## src/pickin_defs.svh

```systemverilog
`ifndef PICKIN_DEFS_SVH
`define PICKIN_DEFS_SVH

`define PICKIN_AUDIO_BITS 13
`define PICKIN_COLOR_BITS 3
`define PICKIN_SYNC_STAGES 2

// PS/2 set 2 scancodes. The four arrows arrive behind an E0 prefix.
`define PICKIN_KEY_UP     8'h75
`define PICKIN_KEY_DOWN   8'h72
`define PICKIN_KEY_LEFT   8'h6B
`define PICKIN_KEY_RIGHT  8'h74
`define PICKIN_KEY_CTRL   8'h14
`define PICKIN_KEY_ALT    8'h11
`define PICKIN_KEY_SPACE  8'h29
`define PICKIN_KEY_1      8'h16
`define PICKIN_KEY_2      8'h1E
`define PICKIN_KEY_5      8'h2E
`define PICKIN_KEY_6      8'h36
`define PICKIN_KEY_T      8'h2C
`define PICKIN_KEY_R      8'h2D
`define PICKIN_KEY_F      8'h2B
`define PICKIN_KEY_D      8'h23
`define PICKIN_KEY_G      8'h34
`define PICKIN_KEY_A      8'h1C
`define PICKIN_KEY_BREAK  8'hF0
`define PICKIN_KEY_EXT    8'hE0

`endif

```

## src/pickin_pkg.sv

```systemverilog
package pickin_pkg;

	// Command codes sent by the configuration controller as the first byte of a frame.
	typedef enum logic [7:0] {
		CMD_BUTTONS = 8'h01, // Buttons in bits 1:0, switches in bits 3:2.
		CMD_JOY0    = 8'h02,
		CMD_JOY1    = 8'h03,
		CMD_KEY     = 8'h04, // One PS/2 scancode byte.
		CMD_STATUS  = 8'h1E  // Four bytes, least significant first.
	} spi_cmd_e;

	typedef struct packed {
		logic [24:0] spare;
		logic        reset_trigger;
		logic        blend;
		logic [1:0]  scanlines;
		logic        rotate_ctrl;
		logic        pad;
		logic        menu_reset;
	} status_fields_t;

	// The status word is filled bytewise as raw bits and read back by field.
	typedef union packed {
		logic [31:0]    raw;
		status_fields_t fields;
	} status_word_t;

endpackage

```

## src/spi_cmd_rx.sv

```systemverilog
`include "pickin_defs.svh"

module spi_cmd_rx (
	input  logic                 clk_sys,
	input  logic                 rst_n,
	input  logic                 spi_sck,
	input  logic                 spi_ss_io,
	input  logic                 spi_di,
	output logic                 byte_strobe,
	output pickin_pkg::spi_cmd_e cmd,
	output logic [1:0]           byte_index,
	output logic [7:0]           byte_data
);

	localparam int SYNC = `PICKIN_SYNC_STAGES;

	logic [SYNC-1:0] sck_sync, ss_sync, di_sync;
	logic sck_last, sck_rise, ss_d, di_d;
	logic [2:0] bit_cnt;
	logic [1:0] pay_cnt;
	logic have_cmd;
	logic [6:0] shift;

	always_ff @(posedge clk_sys or negedge rst_n) begin
		if (!rst_n) begin
			sck_sync <= '0;
			ss_sync <= '1; // Deselected until the controller pulls the line low.
			di_sync <= '0;
			sck_last <= 1'b0;
			sck_rise <= 1'b0;
			ss_d <= 1'b1;
			di_d <= 1'b0;
		end else begin
			sck_sync <= {sck_sync[SYNC-2:0], spi_sck};
			ss_sync <= {ss_sync[SYNC-2:0], spi_ss_io};
			di_sync <= {di_sync[SYNC-2:0], spi_di};
			sck_last <= sck_sync[SYNC-1];
			sck_rise <= sck_sync[SYNC-1] & ~sck_last;
			ss_d <= ss_sync[SYNC-1]; // Keeps select and data aligned with sck_rise.
			di_d <= di_sync[SYNC-1];
		end
	end

	always_ff @(posedge clk_sys or negedge rst_n) begin
		if (!rst_n) begin
			byte_strobe <= 1'b0;
			cmd <= pickin_pkg::spi_cmd_e'(8'h00);
			byte_index <= 2'd0;
			bit_cnt <= 3'd0;
			pay_cnt <= 2'd0;
			have_cmd <= 1'b0;
		end else begin
			byte_strobe <= 1'b0;
			if (ss_d) begin
				bit_cnt <= 3'd0;
				pay_cnt <= 2'd0;
				have_cmd <= 1'b0;
			end else if (sck_rise) begin
				bit_cnt <= bit_cnt + 3'd1;
				if (bit_cnt == 3'd7) begin
					if (!have_cmd) begin
						cmd <= pickin_pkg::spi_cmd_e'({shift, di_d});
						have_cmd <= 1'b1;
					end else begin
						byte_strobe <= 1'b1;
						byte_index <= pay_cnt;
						if (pay_cnt != 2'd3)
							pay_cnt <= pay_cnt + 2'd1; // Saturates on long frames.
					end
				end
			end
		end
	end

	always_ff @(posedge clk_sys) begin
		if (!ss_d && sck_rise) begin
			shift <= {shift[5:0], di_d}; // MSB first.
			if (bit_cnt == 3'd7)
				byte_data <= {shift, di_d};
		end
	end

endmodule

```

## src/core_config.sv

```systemverilog
module core_config (
	input  logic                 clk_sys,
	input  logic                 rst_n,
	input  logic                 byte_strobe,
	input  pickin_pkg::spi_cmd_e cmd,
	input  logic [1:0]           byte_index,
	input  logic [7:0]           byte_data,
	output logic                 core_reset,
	output logic                 rotate,
	output logic [1:0]           scanlines,
	output logic [7:0]           joystick_0,
	output logic [7:0]           joystick_1
);

	pickin_pkg::status_word_t status;
	logic [1:0] buttons; // Switch bits 3:2 of the byte steer nothing in this core.

	always_ff @(posedge clk_sys or negedge rst_n) begin
		if (!rst_n) begin
			status.raw <= '0;
			buttons <= 2'b00;
			joystick_0 <= 8'h00;
			joystick_1 <= 8'h00;
			core_reset <= 1'b0;
		end else begin
			core_reset <= status.fields.menu_reset | status.fields.reset_trigger | buttons[1];
			if (byte_strobe) begin
				case (cmd)
					pickin_pkg::CMD_STATUS: status.raw[{byte_index, 3'b000} +: 8] <= byte_data;
					pickin_pkg::CMD_BUTTONS: buttons <= byte_data[1:0];
					pickin_pkg::CMD_JOY0: joystick_0 <= byte_data;
					pickin_pkg::CMD_JOY1: joystick_1 <= byte_data;
					default: ;
				endcase
			end
		end
	end

	assign rotate = ~status.fields.rotate_ctrl; // The menu option reads "rotate off" when set.
	assign scanlines = status.fields.scanlines;

endmodule

```

## src/arcade_inputs.sv

```systemverilog
`include "pickin_defs.svh"

module arcade_inputs (
	input  logic                 clk_sys,
	input  logic                 rst_n,
	input  logic                 byte_strobe,
	input  pickin_pkg::spi_cmd_e cmd,
	input  logic [7:0]           byte_data,
	input  logic                 rotate,
	input  logic [7:0]           joystick_0,
	input  logic [7:0]           joystick_1,
	output logic [9:0]           player1,
	output logic [9:0]           player2,
	output logic [8:0]           controls
);

	// Bit positions in the held-key vector.
	localparam int K_UP = 0, K_DOWN = 1, K_LEFT = 2, K_RIGHT = 3;
	localparam int K_CTRL = 4, K_ALT = 5, K_SPACE = 6;
	localparam int K_1 = 7, K_2 = 8, K_5 = 9, K_6 = 10, K_T = 11;
	localparam int K_R = 12, K_F = 13, K_D = 14, K_G = 15, K_A = 16;

	logic [16:0] held;
	logic ext, brk, make, key_strobe;
	logic [3:0] dir1, dir2;

	// Direction nibble is {up, down, left, right}.
	function automatic logic [3:0] turn(input logic [3:0] d, input logic rot);
		if (rot)
			turn = {d[1], d[0], d[2], d[3]};
		else
			turn = d;
	endfunction

	assign key_strobe = byte_strobe && (cmd == pickin_pkg::CMD_KEY);
	assign make = ~brk;

	always_ff @(posedge clk_sys or negedge rst_n) begin
		if (!rst_n) begin
			ext <= 1'b0;
			brk <= 1'b0;
			held <= '0;
		end else if (key_strobe) begin
			if (byte_data == `PICKIN_KEY_EXT)
				ext <= 1'b1;
			else if (byte_data == `PICKIN_KEY_BREAK)
				brk <= 1'b1;
			else begin
				ext <= 1'b0; // Prefixes apply to the next code only.
				brk <= 1'b0;
				case (byte_data)
					`PICKIN_KEY_UP: if (ext) held[K_UP] <= make;
					`PICKIN_KEY_DOWN: if (ext) held[K_DOWN] <= make;
					`PICKIN_KEY_LEFT: if (ext) held[K_LEFT] <= make;
					`PICKIN_KEY_RIGHT: if (ext) held[K_RIGHT] <= make;
					`PICKIN_KEY_CTRL: held[K_CTRL] <= make; // Left or right ctrl.
					`PICKIN_KEY_ALT: held[K_ALT] <= make;
					`PICKIN_KEY_SPACE: held[K_SPACE] <= make;
					`PICKIN_KEY_1: held[K_1] <= make;
					`PICKIN_KEY_2: held[K_2] <= make;
					`PICKIN_KEY_5: held[K_5] <= make;
					`PICKIN_KEY_6: held[K_6] <= make;
					`PICKIN_KEY_T: held[K_T] <= make;
					`PICKIN_KEY_R: held[K_R] <= make;
					`PICKIN_KEY_F: held[K_F] <= make;
					`PICKIN_KEY_D: held[K_D] <= make;
					`PICKIN_KEY_G: held[K_G] <= make;
					`PICKIN_KEY_A: held[K_A] <= make;
					default: ;
				endcase
			end
		end
	end

	assign dir1 = joystick_0[3:0] | {held[K_UP], held[K_DOWN], held[K_LEFT], held[K_RIGHT]};
	assign dir2 = joystick_1[3:0] | {held[K_R], held[K_F], held[K_D], held[K_G]};

	assign player1 = {2'b00, joystick_0[7:4] | {1'b0, held[K_SPACE], held[K_ALT], held[K_CTRL]},
		turn(dir1, rotate)};
	assign player2 = {2'b00, joystick_1[7:4] | {3'b000, held[K_A]}, turn(dir2, rotate)};

	// Tilt, coins 4 to 1, then starts 4 to 1.
	assign controls = {held[K_T], 2'b00, held[K_6], held[K_5], 2'b00, held[K_2], held[K_1]};

endmodule

```

## src/sigma_delta_dac.sv

```systemverilog
`include "pickin_defs.svh"

module sigma_delta_dac (
	input  logic                          clk_sys,
	input  logic                          rst_n,
	input  logic [`PICKIN_AUDIO_BITS-1:0] dac_in,
	output logic                          dac_out
);

	logic [`PICKIN_AUDIO_BITS-1:0] acc;
	logic [`PICKIN_AUDIO_BITS:0] sum;

	assign sum = {1'b0, acc} + {1'b0, dac_in};

	always_ff @(posedge clk_sys or negedge rst_n) begin
		if (!rst_n) begin
			acc <= '0;
			dac_out <= 1'b0;
		end else begin
			acc <= sum[`PICKIN_AUDIO_BITS-1:0];
			dac_out <= sum[`PICKIN_AUDIO_BITS]; // Carry density tracks dac_in.
		end
	end

endmodule

```

## src/video_out.sv

```systemverilog
`include "pickin_defs.svh"

module video_out (
	input  logic                          clk_sys,
	input  logic                          rst_n,
	input  logic [`PICKIN_COLOR_BITS-1:0] r,
	input  logic [`PICKIN_COLOR_BITS-1:0] g,
	input  logic [`PICKIN_COLOR_BITS-2:0] b,
	input  logic                          hblank,
	input  logic                          vblank,
	input  logic                          hs,
	input  logic                          vs,
	input  logic [1:0]                    scanlines,
	output logic [5:0]                    vga_r,
	output logic [5:0]                    vga_g,
	output logic [5:0]                    vga_b,
	output logic                          vga_hs,
	output logic                          vga_vs
);

	logic [5:0] r6, g6, b6;
	logic blank, odd_line, hs_last, vs_last;

	function automatic logic [5:0] dim(input logic [5:0] c, input logic [1:0] level);
		logic [7:0] three_q;
		three_q = ({2'b00, c} + {1'b0, c, 1'b0}) >> 2;
		case (level)
			2'd1: dim = c - (c >> 2);
			2'd2: dim = c - (c >> 1);
			2'd3: dim = c - three_q[5:0];
			default: dim = c;
		endcase
	endfunction

	assign blank = hblank | vblank;
	assign r6 = {r, r};
	assign g6 = {g, g};
	assign b6 = {b, 1'b0, b, 1'b0}; // Blue is padded to 3 bits first.

	always_ff @(posedge clk_sys or negedge rst_n) begin
		if (!rst_n) begin
			hs_last <= 1'b0;
			vs_last <= 1'b0;
			odd_line <= 1'b0;
			vga_r <= 6'd0;
			vga_g <= 6'd0;
			vga_b <= 6'd0;
			vga_hs <= 1'b0;
			vga_vs <= 1'b0;
		end else begin
			hs_last <= hs;
			vs_last <= vs;
			if (vs_last && !vs)
				odd_line <= 1'b0; // Each frame starts on an even line.
			else if (hs_last && !hs)
				odd_line <= ~odd_line;
			vga_hs <= hs;
			vga_vs <= vs;
			if (blank) begin
				vga_r <= 6'd0;
				vga_g <= 6'd0;
				vga_b <= 6'd0;
			end else if (odd_line) begin
				vga_r <= dim(r6, scanlines);
				vga_g <= dim(g6, scanlines);
				vga_b <= dim(b6, scanlines);
			end else begin
				vga_r <= r6;
				vga_g <= g6;
				vga_b <= b6;
			end
		end
	end

endmodule

```

## src/pickin_mist.sv

```systemverilog
`include "pickin_defs.svh"

module pickin_mist (
	input  logic                          clk_sys,
	input  logic                          rst_n,
	input  logic                          spi_sck,
	input  logic                          spi_ss_io,
	input  logic                          spi_di,
	input  logic [`PICKIN_COLOR_BITS-1:0] game_r,
	input  logic [`PICKIN_COLOR_BITS-1:0] game_g,
	input  logic [`PICKIN_COLOR_BITS-2:0] game_b,
	input  logic                          game_hblank,
	input  logic                          game_vblank,
	input  logic                          game_hs,
	input  logic                          game_vs,
	input  logic [`PICKIN_AUDIO_BITS-1:0] game_audio,
	output logic [5:0]                    vga_r,
	output logic [5:0]                    vga_g,
	output logic [5:0]                    vga_b,
	output logic                          vga_hs,
	output logic                          vga_vs,
	output logic                          audio_l,
	output logic                          audio_r,
	output logic                          core_reset,
	output logic [9:0]                    player1,
	output logic [9:0]                    player2,
	output logic [8:0]                    controls
);

	logic byte_strobe;
	pickin_pkg::spi_cmd_e cmd;
	logic [1:0] byte_index;
	logic [7:0] byte_data;
	logic rotate;
	logic [1:0] scanlines;
	logic [7:0] joystick_0, joystick_1;

	assign audio_r = audio_l; // Mono game, both channels carry the same stream.

	spi_cmd_rx spi_cmd_rx_i (
		.clk_sys     (clk_sys),
		.rst_n       (rst_n),
		.spi_sck     (spi_sck),
		.spi_ss_io   (spi_ss_io),
		.spi_di      (spi_di),
		.byte_strobe (byte_strobe),
		.cmd         (cmd),
		.byte_index  (byte_index),
		.byte_data   (byte_data)
	);

	core_config core_config_i (
		.clk_sys     (clk_sys),
		.rst_n       (rst_n),
		.byte_strobe (byte_strobe),
		.cmd         (cmd),
		.byte_index  (byte_index),
		.byte_data   (byte_data),
		.core_reset  (core_reset),
		.rotate      (rotate),
		.scanlines   (scanlines),
		.joystick_0  (joystick_0),
		.joystick_1  (joystick_1)
	);

	arcade_inputs arcade_inputs_i (
		.clk_sys     (clk_sys),
		.rst_n       (rst_n),
		.byte_strobe (byte_strobe),
		.cmd         (cmd),
		.byte_data   (byte_data),
		.rotate      (rotate),
		.joystick_0  (joystick_0),
		.joystick_1  (joystick_1),
		.player1     (player1),
		.player2     (player2),
		.controls    (controls)
	);

	sigma_delta_dac sigma_delta_dac_i (
		.clk_sys (clk_sys),
		.rst_n   (rst_n),
		.dac_in  (game_audio),
		.dac_out (audio_l)
	);

	video_out video_out_i (
		.clk_sys   (clk_sys),
		.rst_n     (rst_n),
		.r         (game_r),
		.g         (game_g),
		.b         (game_b),
		.hblank    (game_hblank),
		.vblank    (game_vblank),
		.hs        (game_hs),
		.vs        (game_vs),
		.scanlines (scanlines),
		.vga_r     (vga_r),
		.vga_g     (vga_g),
		.vga_b     (vga_b),
		.vga_hs    (vga_hs),
		.vga_vs    (vga_vs)
	);

endmodule

```

## config.mk

```make
export PLATFORM = sky130hd
export DESIGN_NAME = pickin_mist
export DESIGN_NICKNAME = d
export VERILOG_FILES = /design/src/pickin_pkg.sv /design/src/spi_cmd_rx.sv /design/src/core_config.sv /design/src/arcade_inputs.sv /design/src/sigma_delta_dac.sv /design/src/video_out.sv /design/src/pickin_mist.sv
export VERILOG_INCLUDE_DIRS = /design/src
export SDC_FILE = /design/constraint.sdc
export NUM_CORES = 1
export LEC_CHECK = 0
export ABC_AREA = 1
export BUFFER_PORTS_ARGS = -buffer_cell sky130_fd_sc_hd__buf_4
export CORE_ASPECT_RATIO = 1.25
export CORE_MARGIN = 2
export CORE_UTILIZATION = 62
export DETAILED_ROUTE_END_ITERATION = 12
export MAX_ROUTING_LAYER = met4
export PLACE_DENSITY = 0.95
export REMOVE_ABC_BUFFERS = 1
export SLEW_MARGIN = 20
export SYNTH_ARGS = -nofsm -noshare
export SYNTH_HDL_FRONTEND = slang
export SYNTH_SLANG_ARGS = --single-unit
```

## constraint.sdc

```tcl
create_clock -name clk_sys -period 3.6 [get_ports clk_sys]
set_clock_uncertainty 0.15 [all_clocks]
set_input_delay 0.54 -clock clk_sys [delete_from_list [all_inputs] [get_ports clk_sys]]
set_output_delay 0.54 -clock clk_sys [all_outputs]
set_load 0.005 [all_outputs]
```

# --- Word level (Yosys, flattened, before mapping) ---
# Index checks and enable logic that the tools add are counted.
classes:
  add_sub_neg: 16
  eq_ne: 30
  shift: 2
  muxes: 31
  n_bitwise: 15
  n_reduce_logical: 40
ops:
  columns: ["operator", "count"]
  rows:
  - ["$eq A8 B6 Y1 const B", 8]
  - ["$reduce_and A4 Y1", 16]
  - ["$pmux W6 S3", 3]
  - ["$eq A8 B5 Y1 const B", 6]
  - ["$mux W6", 6]
  - ["$bwmux W32", 1]
  - ["$eq A8 B7 Y1 const B", 4]
  - ["$shift A8 B7 Y32 const A", 1]
  - ["$shiftx A8 B7 Y32", 1]
  - ["$add A6 B7 Y8", 3]
  - ["$reduce_and A5 Y1", 4]
  - ["$sub A6 B4 Y6", 3]
  - ["$sub A6 B5 Y6", 3]
  - ["$sub A6 B6 Y6", 3]
  - ["$eq A8 B2 Y1 const B", 2]
  - ["$eq A8 B8 Y1 const B", 2]
  - ["$reduce_and A2 Y1", 8]
  - ["$add A13 B13 Y14", 1]
  - ["$mux W1", 12]
  - ["$mux W2", 5]
  - ["$reduce_bool A2 Y1", 5]
  - ["$eq A8 B1 Y1 const B", 1]
  - ["$eq A8 B3 Y1 const B", 1]
  - ["$mux W4", 2]
  - ["other kinds (17)", 33]
totals:
  reg_bits: 147
  inputBits: 30
  out_inout_bits: 52
  elab_cells: 181

# --- Logic depth before layout (Yosys ltp) ---
logic_depth:
  word_depth: 6
  mapped_depth: 22
  mapped_depth_nobuf: 22

# --- Hierarchy ---
# From an unflattened synthesis, not the netlist that was laid out.
hier_totals:
  hier_cells: 896
  hier_area_um2: 7201.9
modules_own_cells:
  columns: ["mod", "instances", "cells_each", "area_each_um2", "seq_area_each_um2"]
  rows:
  - ["video_out", 1, 289, 2054.5, 525.5]
  - ["spi_cmd_rx", 1, 110, 1481.4, 1129.8]
  - ["arcade_inputs", 1, 186, 1377.6, 475.5]
  - ["core_config", 1, 147, 1154.9, 575.6]
  - ["sigma_delta_dac", 1, 163, 1126.1, 350.3]
  - ["pickin_mist", 1, 1, 7.5, 0.0]

# --- Worst setup path after synthesis ---
# No wires, ideal clock.
synth_timing:
  path_type: "input to register"
  from: "input game_r[2]"
  to: "register video_out_i.vga_r[5]"
  setup_time_ns: 0.119
  arrival_ns: 2.622
  required_ns: 3.331
  slack_ns: 0.709
  cell_stages: 19
  path_buffers: 1
  cell_sequence: "clkbuf_1 -> inv_1 -> fa_1 -> inv_1 -> a31oi_1 -> nand2_1 -> nand2_1 -> o21ai_0 -> o21ai_0 -> ha_1 -> nand2_1 -> inv_1 -> nand3_1 -> nand3_1 -> inv_1 -> nand2_1 -> nand2_1 -> a21oi_1 -> nor2_1"
synth_via:
  elab_chain_len: 5
  elab_cells_between_ends: 7
  cone_classes: "add/sub: 4; mux: 3"
synth_rtl:
  columns: ["element", "line_no", "text"]
  rows:
  - ["from (decl)", "pickin_mist.sv:9", "input logic [`PICKIN_COLOR_BITS-1:0] game_r,"]
  - ["$add A6 B7 Y8", "video_out.sv:26", "three_q = ({2'b00, c} + {1'b0, c, 1'b0}) >> 2;"]
  - ["$sub A6 B6 Y6", "video_out.sv:30", "2'd3: dim = c - three_q[5:0];"]
  - ["$pmux W6 S3", "video_out.sv:27", "case (level)"]
  - ["$mux W6 (*)", "video_out.sv:63", "end else if (odd_line) begin"]
  - ["$mux W6 (*)", "video_out.sv:59", "if (blank) begin"]
  - ["to (signal assigned)", "video_out.sv:64", "vga_r <= dim(r6, scanlines);"]
  - ["to (signal assigned)", "video_out.sv:68", "vga_r <= r6;"]
  - ["to (decl)", "video_out.sv:14", "output logic [5:0] vga_r,"]
# Every way passes the cells marked *; elsewhere a longest branch is shown, timed or not.
# A chain may end at the register's enable or synchronous reset.

# --- Worst setup path in the final report ---
layout_timing:
  from: "input game_r[1]"
  to: "register video_out_i.vga_r[5]"
layout_via:
  elab_chain_len: 5
  elab_cells_between_ends: 7
  cone_classes: "add/sub: 4; mux: 3"
layout_rtl:
  columns: ["element", "line_no"]
  rows:
  - ["$add A6 B7 Y8", "video_out.sv:26"]
  - ["$sub A6 B6 Y6", "video_out.sv:30"]
  - ["$pmux W6 S3 (*)", "video_out.sv:27"]
  - ["$mux W6 (*)", "video_out.sv:63"]
  - ["$mux W6 (*)", "video_out.sv:59"]
# Marks and branches as above.

==> metrics <==
Most common cell on crit path nand2_1; share of total power in combinational logic 20.0%; starting utilization of the core area 62.78%; fill cell instance count of the final layout 712; Area after DPL 0.007126 mm²; std cell rows 42; clock share of power 43.4%; global-route wire length before repair 24230 µm; drt via density 5.708; static power due to leakage 3.914 nW; maximum vdd drop 0.0003160 V; slowest stage cell, crit path fa_1; worst path cell trace buf_4 -> ha_1 -> inv_1 -> fa_1 -> inv_1 -> a31oi_1 -> nand2_1 -> nand2_1 -> o21ai_0 -> o21ai_0 -> ha_1 -> nand2_1 -> inv_1 -> nand2_1 -> nand3_1 -> nand3_1 -> nand2_1 -> nand3_1 -> nand2_1 -> nor2_1; number of buffer and inverter stages on the critical path 4; kind of path behind the tightest hold check input port to asynchronous set/reset pin; post-synthesis cell count 753; cells resized by post-CTS repair 0; required time of the critical path 3.75 ns; maximum clock rate 0.3476 GHz; Worst path max stage delay 0.38 ns; run status finished, final reports clean; top-level port count 82; initial antenna violation count 0; arrival time of data at the critical path endpoint 3.03 ns; switching power 1.112 mW; Die Y-Extent 119.1 µm; root buffer cell clkbuf_16; Finished Core Util 74.34%; number of distinct library cells after synthesis 42; antenna cell count 0; total vias in the final route 5548; maximum fanout along the worst path 9; Critical Path End Type register; final standard cell area without fillers 0.007774 mm²; cell family contributing the most delay on the critical path adder cells; post-placement worst setup slack 0.3821 ns; sequential cell fraction of total power 36.6%; violation count after the first detailed-route iteration 416; Mapped Area 0.006565 mm²; clock buffers created by TritonCTS 17; Post-Route Setup TNS 0 ns; worst-skew pair later-pin latency 0.41 ns; count of input and output buffers 73; Post-synth EDFFs 15; routed wire length 14360 µm; register bit total from synthesis 119; class of the most critical setup path input port to register; final critical-path setup slack 0.7235 ns; transition at the pin with the smallest max-transition slack 0.7999 ns; max-capacitance violation count 0; die boundary width 96.04 µm; iteration count of the initial detailed-routing pass 5; DRC violations left 0; residual antenna-violating net count after detailed routing 0; yosys synthesis warning count 0; switching power as a share of total power 26.89%; most frequent cells in the layout nand2_1, dfrtp_1, inv_1; last weighted congestion value of the routability-driven placer 0.9146; Max Buffers Root-to-Sink 2; HPWL after DPL 9999 µm; grt ovf 0; final hold vios 0; FFs w/ async S/R, synth 87.39%; Nets 907; total track usage 27.93%; layout overhead on the synthesized area 18.41%; TritonCTS clock tree built; dominant synthesized flop cell dfrtp_1; number of buffers added for setup after CTS 0; fin. max-slew vios 0; core area 0.01046 mm²; number of clock sinks 119; full die area 0.01143 mm²; internal power 3.024 mW; final hold slack 0.02825 ns; share of synthesized area occupied by flip-flops and latches 46.56%; worst reg2reg setup slack 0.78 ns; maximum number of pins on one net before global-route repair 89; most frequent standard cell in the layout excluding fill and tap cells nand2_1; RSZ-0062 raised after global routing false; time the final worst path needs with I/O delays and setup 2.876 ns; post-synthesis average cell area 8.719 µm²; power density cells 532.1 mW/mm²; category of the worst setup path launch point input port; hold buffer count at cts 0; number of global-route vias before repair 5540; htree depth 4; relative max-transition margin 46.48%; layout cell share with drive strength beyond 1 15.12%; clock slew seen by the registers of the worst setup and hold paths 0.06 ns; final setup violation count 0; Tcrit/Tclk final 79.90%; average routed wire per standard cell 14.77 µm
[power by group through the flow]
stage	Sequential [mW]	Combinational (mW)	Clock [mW]
6_report	1.52	0.826	1.80
5_1_grt	1.53	0.943	1.88
4_1_cts	1.52	0.824	1.82
3_5_place_dp	1.54	0.800	0
3_3_place_gp	1.53	0.765	0
2_1_floorplan	1.53	0.578	0
[synthesized netlist by cell type, drive strengths merged, types with 2 or more instances]
| library cell | number | area share (%) |
|---|---|---|
| inv | 96 | 5.5 |
| nand2 | 133 | 7.6 |
| ha | 45 | 8.6 |
| a31oi | 3 | 0.29 |
| or2 | 7 | 0.67 |
| dfstp | 3 | 1.2 |
| nand4 | 10 | 0.95 |
| mux2 | 2 | 0.34 |
| a22o | 2 | 0.27 |
| fa | 5 | 1.5 |
| o21ai | 78 | 5.9 |
| o21a | 2 | 0.23 |
| xnor2 | 10 | 1.3 |
| buf | 24 | 2.8 |
| edfxtp | 15 | 6.9 |
| a21o | 4 | 0.46 |
| dfrtp | 101 | 38 |
| clkbuf | 3 | 0.17 |
| a21oi | 57 | 4.3 |
| nor2 | 65 | 4.1 |
| nor3 | 12 | 1.1 |
| nand3 | 52 | 4.2 |
| xor2 | 11 | 1.5 |
| o211ai | 3 | 0.34 |
| nor4 | 2 | 0.42 |
[logic make-up after synthesis]
logic type	count (synthesis)	synth area share [%]
and+or+nand+nor	282	19.13
AOI/OAI and AO/OA	155	12.56
buffers and inverters	123	8.443
DFF	119	46.56
adders and majority gates	50	10.10
xor gates and xnor gates	21	2.802
muxes	2	0.3430
other	1	0.05712
[routing by layer]
metal  GRT usage, %  vias to the layer above  share of wire (%)  wire, µm
met5              -                        -                  0         0
met4          14.64                        0                3.3       469
met3          6.641                       55                6.9       988
met2          45.05                      240                 51      7390
met1          31.84                     2622                 38      5506
li1               -                     2631                  -         -
[worst paths after layout]
path	start	end	cells after the start
worst max-delay path	game_r[1]	video_out_i.vga_r[5]	20
worst min-delay path	rst_n	core_config_i.joystick_1[0]	1
worst max register to register	core_config_i.status[4]	video_out_i.vga_r[5]	15
worst min register to register	spi_cmd_rx_i.sck_sync[0]	spi_cmd_rx_i.sck_sync[1]	0
max in group asynchronous	rst_n	video_out_i.vga_b[1]	2
min in group clk_sys	spi_ss_io	spi_cmd_rx_i.ss_sync[0]	1
[flip-flops by register name (all words and copies together) (netlist names), 6 cells and up]
name and count:
spi_cmd_rx_i.byte_data 8, arcade_inputs_i.held 17, video_out_i.vga_g 6, video_out_i.vga_r 6, core_config_i.joystick_1 8, video_out_i.vga_b 6
spi_cmd_rx_i.cmd 8, core_config_i.joystick_0 8, spi_cmd_rx_i.shift 7, sigma_delta_dac_i.acc 13
[through the flow]
step	cells	total power, mW
2_1_floorplan	733	2.108
3_3_place_gp	940	2.296
3_5_place_dp	940	2.338
4_1_cts	972	4.156
5_1_grt	972	4.347
6_report	972	4.136
[final cells by class]
cell class / instances / area [µm²] / share of cell area (%)
sequential: 119 / 3057 / 39.32
multi-input combinational: 518 / 2980 / 38.34
timing repair buffer: 75 / 566.8 / 7.291
clock buffer: 23 / 509.2 / 6.551
inverter: 96 / 360.3 / 4.635
tap: 132 / 165.2 / 2.125
clock inverter: 9 / 135.1 / 1.738
Note: power is estimated with default switching activity, not from simulation.
